**src/hw/axil_pkg.sv**
```systemverilog
package axil_pkg;

  // byte address width of the shared port
  localparam int ADDR_W = 16;

  // data bus width
  localparam int DATA_W = 32;

  // one strobe per data byte
  localparam int STRB_W = DATA_W / 8;

  // request kind carried on the request channel
  typedef enum logic [0:0] {
    OP_READ  = 1'b0,
    OP_WRITE = 1'b1
  } axil_op_e;

  // request channel payload, 53 bits
  // read and write share this one channel
  typedef struct packed {
    // read or write
    axil_op_e            op;
    // byte address, the low bits select a byte within the word
    logic [ADDR_W-1:0]   addr;
    // write data, don't care for reads
    logic [DATA_W-1:0]   wdata;
    // byte enables for writes
    logic [STRB_W-1:0]   wstrb;
  } axil_req_t;

  // response channel payload, 33 bits
  typedef struct packed {
    // read data, zero for writes and for errors
    logic [DATA_W-1:0]   rdata;
    // set when the address is outside the subordinate
    logic                err;
  } axil_resp_t;

endpackage

```
**src/hw/axil_port_mux.sv**
```systemverilog
// steering between the managers and the single subordinate
// the arbiter decides, this block only routes
module axil_port_mux
  import axil_pkg::*;
#(
  parameter  int NUM_M  = 3,
  localparam int G_BITS = $clog2(NUM_M + 1)
) (
  // grants from the arbiter
  input  logic [G_BITS-1:0]            g_req,
  input  logic [G_BITS-1:0]            g_resp,

  // manager side
  input  axil_req_t  [NUM_M-1:0]       m_req,
  input  logic       [NUM_M-1:0]       m_req_valid,
  output logic       [NUM_M-1:0]       m_req_ready,
  output axil_resp_t [NUM_M-1:0]       m_resp,
  output logic       [NUM_M-1:0]       m_resp_valid,
  input  logic       [NUM_M-1:0]       m_resp_ready,

  // subordinate side
  output axil_req_t                    s_req,
  output logic                         s_req_valid,
  input  logic                         s_req_ready,
  input  axil_resp_t                   s_resp,
  input  logic                         s_resp_valid,
  output logic                         s_resp_ready
);

  // request channel
  // a grant of NUM_M matches no index, so the port stays quiet
  always_comb begin
    s_req       = '0;
    s_req_valid = 1'b0;
    m_req_ready = '0;
    for (int i = 0; i < NUM_M; i++) begin
      if (g_req == G_BITS'(i)) begin
        s_req          = m_req[i];
        s_req_valid    = m_req_valid[i];
        // ready only reaches the holder
        m_req_ready[i] = s_req_ready;
      end
    end
  end

  // response payload goes to every manager
  // only the valid is steered
  always_comb begin
    for (int i = 0; i < NUM_M; i++) begin
      m_resp[i] = s_resp;
    end
  end

  // response channel handshake
  always_comb begin
    m_resp_valid = '0;
    s_resp_ready = 1'b0;
    for (int i = 0; i < NUM_M; i++) begin
      if (g_resp == G_BITS'(i)) begin
        m_resp_valid[i] = s_resp_valid;
        // the owner's ready drains the subordinate's slot
        s_resp_ready    = m_resp_ready[i];
      end
    end
  end

endmodule

```
**config.mk**
```make
export PLATFORM = sky130hd
export DESIGN_NAME = axil_port_mux
export DESIGN_NICKNAME = d
export VERILOG_FILES = /design/src/hw/axil_pkg.sv /design/src/hw/axil_port_mux.sv
export SDC_FILE = /design/constraint.sdc
export NUM_CORES = 1
export LEC_CHECK = 0
export ABC_AREA = 0
export BUFFER_PORTS_ARGS = -buffer_cell sky130_fd_sc_hd__buf_2
export CAP_MARGIN = 20
export CORE_AREA = 2 2 142 144
export DETAILED_ROUTE_END_ITERATION = 12
export DIE_AREA = 0 0 144 146
export GPL_TIMING_DRIVEN = 0
export PLACE_DENSITY = 0.35
export SYNTH_ARGS = -nofsm -noshare
export SYNTH_HDL_FRONTEND = slang
export SYNTH_SLANG_ARGS = --single-unit
```
**constraint.sdc**
```tcl
create_clock -name vclk -period 0.8
set_input_delay 0.08 -clock vclk [all_inputs]
set_output_delay 0.08 -clock vclk [all_outputs]
set_load 0.01 [all_outputs]
```
==> summary.md <==
| Metric | Value |
|---|---|
| Status | `complete, but fails checks` |
| Failing checks | `negative setup slack` |
| Initial core utilization | `10.2%` |
| GR peak layer | `met2` |
| Average cell area after synthesis | `8.40 um^2` |
| # DRC | `0` |
| Sequential share of the synthesized area | `0%` |
| Post-synthesis cell type count | `15` |
| Row cnt | `51` |
| Area after DPL | `3960 um^2` |
| Final Hold Viols | `0` |
| Critical path's largest stage delay | `170 ps` |
| Initial antenna violation count | `1` |
| Worst Tran Pin Value | `between 500 and 600 ps` |
| Final worst slack | `-230 ps` |
| Crit. End Element | `primary output` |
| Wire length per cell | `13.2 um` |
| Post-Route WL | `between 10000 and 15000 um` |
| Reg area | `0 um^2` |
| HP Class | `primary input to primary output` |
| Post-Route Utilization | `23.3%` |
| Arr. time, crit path | `950 ps` |
| Leak Pwr | `2.52 nW` |
| DRT Pass-1 Iters | `4` |
| ANT nets after route | `0` |
| Fmax | `970 MHz` |
| Nets | `783` |
| Total global-route track usage | `8.56%` |
| Syn Inst Count | `235` |
| Routing usage on met3 | `0.954%` |
| Final GP Congestion | `between 0.7 and 0.8` |
| Final worst path period share | `129%` |
| Seq_cells | `0` |
| Crit path max-delay cell type | `clkbuf_16` |
| CP required | `~700 ps` |
| Worst rel slew slack | `between 60% and 70%` |
| Critical Path Fanout Max | `5` |
| Met1 usage | `7.94%` |
| Post-route minimum period | `1030 ps` |
| Setup violators final | `57` |
| Fill cells | `2162` |
| Power Density | `between 500 and 600 nW/um^2` |
| Post-DP HPWL | `9410 um` |
| Die width | `144 um` |
| Startpoint Class | `primary input` |
| Die area | `21000 um^2` |
| RSZ-0062 raised after global routing | `yes` |
| Synth-to-Final Area Change | `128%` |
| Peak VDD IR | `169 uV` |
| Worst-path cell chain | `buf_12 > clkbuf_16 > clkbuf_16 > mux2i_1 > o2bb2ai_1 > buf_2` |
| Largest net degree at the start of global routing | `11` |
| Critical path buffers and inverters | `4` |
| Max Slew Vio Count | `0` |
| Most frequent CP cell | `clkbuf_16` |
| CP delay by family, top | `buffers and inverters` |
| Mapped cell area | `1970 um^2` |
| Met2 usage | `19.7%` |
| Via density | `approximately 3.5` |
| Syn nets | `439` |
| Yosys warning total | `0` |
| Grt ovf | `0` |
| Die height | `around 150 um` |
| Post-layout instance area | `~4500 um^2` |
| Core ar. | `approximately 19000 um^2` |
| Ports | `364` |
| Max-cap violations | `0` |
| First-pass GRT wire length | `14500 um` |
| Overall Power | `2.51 mW` |
| Via count | `2980` |
| Layout cells sized above 1 | `83.2%` |
| Final setup TNS | `-10250 ps` |
| I/O Buffers | `around 330` |
| # clk buffers | `0` |
| DR iter-0 viols | `29` |
| Crit path kind | `primary input to primary output` |
| Number of global-route vias before repair | `2878` |
kinds of logic after synthesis:
family                 share of synthesized area (%)
buffers and inverters                           44.8
muxes                                           27.9
AOI/OAI and AO/OA                               24.2
and+or+nand+nor                                 3.11
metal layers:
layer | part of all wire (%) | routed length (um) | up-vias
met5 | 0 | 0 | -
met4 | 0.40 | 44 | 0
met3 | 8.8 | 981 | 4
met2 | 58 | 6450 | 190
met1 | 33 | 3650 | 1327
li1 | - | - | 1459
cell usage after synthesis (all sizes together):
library cell | count | area [um^2]
buf | 116 | 880
mux2i | 55 | 551
o2bb2ai | 54 | 473
and3b | 3 | 26.3
nor3b | 2 | 15.0
and2 | 1 | 6.26
clkbuf | 1 | 3.75
nand3b | 1 | 7.51
nor2b | 1 | 6.26
o21ai | 1 | 5.00
where the power goes:
part	switching, mW	internal [mW]
Sequential	0	0
Combinational	1.05	1.46
Clock	0	0.000000167
Total	1.05	1.46
stage by stage:
stage,setup WS [ps],std cells,hold slack (ps)
6_report,-230,843,344
5_1_grt,-268,842,346
4_1_cts,-253,837,345
3_5_place_dp,-547,831,344
3_3_place_gp,-544,831,346
2_1_floorplan,12.8,235,209
worst paths after layout:
check / to / cells after the start / slack [ps] / startpoint
setup / recovery: s_req[34] / 6 / -230 / g_req[0]
hold / removal: m_resp[88] / 2 / 340 / s_resp[22]
layout make-up:
| cell class | instances | area, um^2 | share of cell area, % |
|---|---|---|---|
| Antenna cell | 1 | 2.50 | 0.0557 |
| Buffer | 117 | 1010 | 22.5 |
| Multi-Input combinational cell | 118 | 1220 | 27.2 |
| Tap cell | 265 | 332 | 7.38 |
| Timing Repair Buffer | 342 | 1930 | 42.8 |
timing repair:
action,in CTS,in global routing
setup endpoints to repair,57,57
gates cloned,3,5
pin swaps,10,29
endpoints found under the hold margin,0,0
resized for setup,55,21
hold buffers,0,0
setup buffers,3,0
cell usage in the layout, fill, tap and decap left out, types with 3 or more instances in the layout:
cell type,n
buf_12,9
o2bb2ai_1,45
buf_2,329
o2bb2ai_2,9
buf_16,4
mux2i_1,45
mux2i_2,7
buf_8,3
clkbuf_16,5
and3b_1,3
buf_4,104
buf_6,4
mux2i_4,3
(Power assumes the default switching activity.)
