`config.mk`:
```
export PLATFORM = sky130hd
export DESIGN_NAME = axi_arbiter
export DESIGN_NICKNAME = d
export VERILOG_FILES = /design/src/hw/axil_pkg.sv /design/src/hw/sync_fifo.sv /design/src/hw/axi_arbiter.sv
export SDC_FILE = /design/constraint.sdc
export NUM_CORES = 1
export LEC_CHECK = 0
export BUFFER_PORTS_ARGS = -buffer_cell sky130_fd_sc_hd__buf_2
export CAP_MARGIN = 20
export CORE_MARGIN = 2
export CORE_UTILIZATION = 61
export CTS_BUF_LIST = sky130_fd_sc_hd__clkbuf_8
export CTS_CLUSTER_DIAMETER = 40
export DETAILED_ROUTE_END_ITERATION = 12
export MAX_ROUTING_LAYER = met4
export PLACE_DENSITY = 0.85
export SLEW_MARGIN = 30
export SYNTH_ARGS = -nofsm -noshare
export SYNTH_HDL_FRONTEND = slang
export SYNTH_SLANG_ARGS = --single-unit
```
`constraint.sdc`:
```
create_clock -name axi_clk -period 2.8 [get_ports axi_clk]
set_input_delay 0.14 -clock axi_clk [delete_from_list [all_inputs] [get_ports axi_clk]]
set_output_delay 0.14 -clock axi_clk [all_outputs]
set_load 0.03 [all_outputs]
```
`src/hw/axil_pkg.sv`:
```
package axil_pkg;

  // byte address width of the shared port
  localparam int ADDR_W = 16;

  // data bus width
  localparam int DATA_W = 32;

  // one strobe per data byte
  localparam int STRB_W = DATA_W / 8;

  // request kind carried on the request channel
  typedef enum logic [0:0] {
    OP_READ  = 1'b0,
    OP_WRITE = 1'b1
  } axil_op_e;

  // request channel payload, 53 bits
  // read and write share this one channel
  typedef struct packed {
    // read or write
    axil_op_e            op;
    // byte address, the low bits select a byte within the word
    logic [ADDR_W-1:0]   addr;
    // write data, don't care for reads
    logic [DATA_W-1:0]   wdata;
    // byte enables for writes
    logic [STRB_W-1:0]   wstrb;
  } axil_req_t;

  // response channel payload, 33 bits
  typedef struct packed {
    // read data, zero for writes and for errors
    logic [DATA_W-1:0]   rdata;
    // set when the address is outside the subordinate
    logic                err;
  } axil_resp_t;

endpackage

```
`src/hw/sync_fifo.sv`:
```
module sync_fifo #(
  parameter int DATA_WIDTH = 8,
  parameter int ADDR_SIZE  = 3
) (
  input  logic                  clk,
  input  logic                  rst_n,

  // write side
  input  logic                  w_inc,
  input  logic [DATA_WIDTH-1:0] w_data,
  output logic                  w_almost_full,
  output logic                  w_full,

  // read side, r_data shows the head entry while not empty
  input  logic                  r_inc,
  output logic [DATA_WIDTH-1:0] r_data,
  output logic                  r_empty
);

  localparam int DEPTH = 1 << ADDR_SIZE;

  logic [DATA_WIDTH-1:0] mem [DEPTH];

  // pointers carry one extra wrap bit so full and empty differ
  logic [ADDR_SIZE:0] w_ptr;
  logic [ADDR_SIZE:0] r_ptr;
  logic [ADDR_SIZE:0] fill;
  logic               w_en;
  logic               r_en;

  // entries held, from the pointer difference
  assign fill          = w_ptr - r_ptr;
  assign w_full        = fill == (ADDR_SIZE + 1)'(DEPTH);
  assign w_almost_full = fill >= (ADDR_SIZE + 1)'(DEPTH - 1);
  assign r_empty       = fill == '0;

  // overflow and underflow requests are ignored
  assign w_en = w_inc && !w_full;
  assign r_en = r_inc && !r_empty;

  always_ff @(posedge clk) begin
    if (!rst_n) begin
      w_ptr <= '0;
      r_ptr <= '0;
    end else begin
      if (w_en) w_ptr <= w_ptr + 1'b1;
      if (r_en) r_ptr <= r_ptr + 1'b1;
    end
  end

  // storage itself
  always_ff @(posedge clk) begin
    if (w_en) mem[w_ptr[ADDR_SIZE-1:0]] <= w_data;
  end

  // first word fall through
  assign r_data = mem[r_ptr[ADDR_SIZE-1:0]];

endmodule

```
`src/hw/axi_arbiter.sv`:
```
// fixed priority grant of the shared request channel with manager 0 highest
// response grants replay the order in which requests were accepted
module axi_arbiter
  import axil_pkg::*;
#(
  parameter  int NUM_M  = 3,
  localparam int G_BITS = $clog2(NUM_M + 1)
) (
  input  logic              axi_clk,
  input  logic              axi_resetn,

  // one bit per manager with a pending request
  input  logic [NUM_M-1:0]  g_want,

  // request and response handshakes seen on the subordinate side
  input  logic              req_accepted,
  input  logic              resp_accepted,

  // manager holding the request channel or NUM_M when nobody does
  output logic [G_BITS-1:0] g_req,
  // manager owed the next response or NUM_M when nothing is pending
  output logic [G_BITS-1:0] g_resp
);

  // 8 entries is far more than the transactions that can be in flight
  localparam int FIFO_ADDR = 3;

  logic [G_BITS-1:0] next_g_req;
  logic              holder_wants;
  logic [G_BITS-1:0] fifo_r_data;
  logic              fifo_r_empty;

  // does the current holder still drive valid
  // stays low while idle since NUM_M matches no manager index
  always_comb begin
    holder_wants = 1'b0;
    for (int i = 0; i < NUM_M; i++) begin
      if (g_req == G_BITS'(i)) holder_wants = g_want[i];
    end
  end

  always_comb begin
    next_g_req = G_BITS'(NUM_M);
    if (!req_accepted && holder_wants) begin
      // hold until the subordinate takes the request
      next_g_req = g_req;
    end else begin
      // lowest index wins so the downward scan lets it overwrite
      // the just accepted manager may win again while it still wants
      // a stale re-grant is let go the cycle its valid drops
      for (int i = NUM_M - 1; i >= 0; i--) begin
        if (g_want[i]) next_g_req = G_BITS'(i);
      end
    end
  end

  always_ff @(posedge axi_clk) begin
    if (!axi_resetn) begin
      g_req <= G_BITS'(NUM_M);
    end else begin
      g_req <= next_g_req;
    end
  end

  // queue the holder on acceptance so each entry matches a real request
  // the entry lands one cycle after the grant at the earliest
  sync_fifo #(
    .DATA_WIDTH(G_BITS),
    .ADDR_SIZE (FIFO_ADDR)
  ) resp_fifo (
    .clk          (axi_clk),
    .rst_n        (axi_resetn),
    .w_inc        (req_accepted),
    .w_data       (g_req),
    .w_almost_full(),
    .w_full       (),
    .r_inc        (resp_accepted),
    .r_data       (fifo_r_data),
    .r_empty      (fifo_r_empty)
  );

  // head of the queue owns the response channel
  assign g_resp = fifo_r_empty ? G_BITS'(NUM_M) : fifo_r_data;

endmodule

```
==> metrics.cfg <==
[synthesis]
yosys_warnings = 0
synth_ff_type = edfxtp_1
synthArstFlopShare_pct = 0
syn_avg_cell_area_um2 = 11.3
syn_nets = 139
synthCells = 127
synth_edf_count = 16
synth_seq_area_share_pct = 51.5
synth_seq_cells = 29
synth_area_um2 = 1440
ys_types = 37

[global_route]
overflow = 0
grt_start_max_net_pins = 12
grtUsageTotal_pct = 25.6
first_global_vias = 1037
grt_pass1_wl_mm = 4.78
antenna_found_initial = 0

[detailed_routing]
drc = 0
antenna_left = 0
wire_per_inst_um = 16.1
first_pass_iters = 4
dr_total_vias = 1034
dr.first_iter.drc_count = 37
wirelength_mm = 2.73
vias_per_cell = 6.08

[critical_path]
start_kind = register
ff2ff_path_depth = 5
worstPathRequired_ns = 2.66
rr_endpoint = resp_fifo.mem[4][0]
path_class = reg -> out
regToRegSetupSlack_ns = 0.42
setup.worst_path.end_class = output port
arrival_ns = 2.32
cp_max_fo = 9
r2r_start = resp_fifo.w_ptr[2]

[clock_tree]
cts_htree_levels = 2
clock_latency_ns = 0.28
cts_tree = built
ctsLongestPathBuffers = 2
clk_pin_slew_ns = 0.06
post_cts_resized = 0
clock-sinks = 29
cts_buffers = 5
root_buffer = clkbuf_8
cts_hold_buf = 0
cts_setup_buffers = 0

[power_and_ir_drop]
ir_drop_uv = 745
cellPowerDensity_nw_per_um2 = 951
p_leak_uw = 0.000581

[status]
status = completed

[sta]
rsz0062_at_grt = false
finalHoldViolCount = 0
finalMaxSlewViolations = 0
worst_slew_pin_slew_ns = 0.594
clock_skew_ns = 0.00399
period_needed_ns = 2.46
slew_headroom_pct = 60.3
setup-tns-final_ns = 0
period_share_pct = 88.0
timing.fmax_mhz = 406
setup_viol = 0

[final_layout]
syn_to_final_growth_pct = 11.0
fin_area_um2 = 1600
finalNetCount = 153
n_fill_cell = 156
final_cells = 170
antenna_cells = 0
drive_above_1_share_pct = 20.4

[floorplan]
start_util_pct = 65.0
die_y_um = 52.6
core_um2 = 2210
fp.dieArea_um2 = 2760
rows = 17
io_pins = 11
dieWidth_um = 52.6

[worst_hold_path]
min_from = g_want[2]
hold_path_depth = 2
hp-class = in -> reg
hold_end = g_req[0]

[placed_design]
hpwl_mm = 1.95
io_buffers = 10
gp_congestion = 0.875
dpl_cell_area_um2 = 1510
dp.cells = 162

[run]
drv_cap = 0

[worst max-delay path: stages (launching register included)]
cell and delay [ns]:
dfxtp_1 0.48, inv_1 0.11, ha_1 0.21, nor2b_1 0.14
xnor2_1 0.16, nor2_1 0.48, nand2_1 0.18, nand2_1 0.10
buf_2 0.19
[routing by layer]
layer / GRT usage (%) / wire length, µm / up-vias
li1: - / - / 504
met1: 31.1 / 1180 / 486
met5: - / 0 / -
met2: 39.0 / 1370 / 36
met4: 10.7 / 57 / 0
met3: 8.86 / 128 / 8
[where the power goes]
group	leakage, µW	switching (µW)	total, µW	internal [µW]
combinational	0.000284	352	605	253
sequential	0.000249	63.2	569	506
clock	0.0000486	150	344	194
total	0.000581	565	1520	953
[layout by cell type, fill, tap and decap left out, drive strengths merged]
cell type  instances
o311ai             1
nand4              3
nand2             13
and3b              1
and2               1
clkbuf             6
nor3               5
and4               1
a31o               1
xor2               2
o21ai              8
edfxtp            16
buf               10
clkinv             2
a211oi             2
inv                9
nand3b             1
o31ai              1
or2                2
nand3              2
a31oi              2
or3                9
o32a               1
o211ai             3
a21o               1
xnor2              2
nor2b              2
ha                 5
dfxtp             13
nand2b             2
a21oi              2
mux4               4
mux2i              4
nor2               3
nor4               2
[cells by family after synthesis]
group | Yosys count | share of synthesized area (%)
compound gates | 22 | 10.6
simple gates | 47 | 18.4
mux | 8 | 9.04
flops | 29 | 51.5
buf+inv | 12 | 3.65
fa+ha+maj | 5 | 4.35
xor+xnor | 4 | 2.44
[Yosys cell counts (all sizes together), types with 3 or more instances]
cell type	number	area, µm²
edfxtp	16	480
nand2	13	48.8
nand4	3	18.8
nor3	5	25.0
ha	5	62.6
or3	9	61.3
inv	9	33.8
mux4	4	90.1
o211ai	3	22.5
mux2i	4	40.0
o21ai	8	40.0
dfxtp	13	260
nor2	3	11.3
[through the flow]
| step | setup slack [ns] | util [%] | power, µW | hold WS (ns) |
|---|---|---|---|---|
| after CTS | 0.406 | 72.2 | 1510 | 0.0835 |
| after global placement | 0.572 | 68.0 | 1140 | 0.358 |
| after floorplan | 0.599 | - | 1060 | 0.256 |
| after detailed placement | 0.499 | 68.0 | 1170 | 0.371 |
| final | 0.336 | 72.2 | 1520 | 0.0869 |
| after global routing | 0.223 | 72.2 | 1610 | 0.0926 |
[final cells by class]
cell class / count / area, µm² / area share, %
flip-flops and latches: 29 / 741 / 46.4
multi-input cells: 86 / 646 / 40.4
clock buffers: 6 / 82.6 / 5.17
repair buffers: 10 / 50.0 / 3.13
well taps: 28 / 35.0 / 2.19
inverters: 9 / 33.8 / 2.12
clock inverters: 2 / 8.76 / 0.549
[worst max-delay path by stage]
| stage | depth (start not counted) | endpoint | slack, ns | startpoint |
|---|---|---|---|---|
| global route | 8 | g_resp[1] | 0.22 | resp_fifo.w_ptr[0] |
| global placement | 5 | resp_fifo.mem[5][0] | 0.57 | resp_fifo.w_ptr[2] |
| detailed placement | 6 | resp_fifo.mem[0][1] | 0.50 | resp_fifo.w_ptr[2] |
| CTS | 8 | g_resp[0] | 0.41 | resp_fifo.w_ptr[0] |
| finish | 8 | g_resp[1] | 0.34 | resp_fifo.w_ptr[0] |
| floorplan | 8 | register | 0.60 | resp_fifo.r_ptr[2] |
No activity file was read; power rests on OpenSTA's default activity.
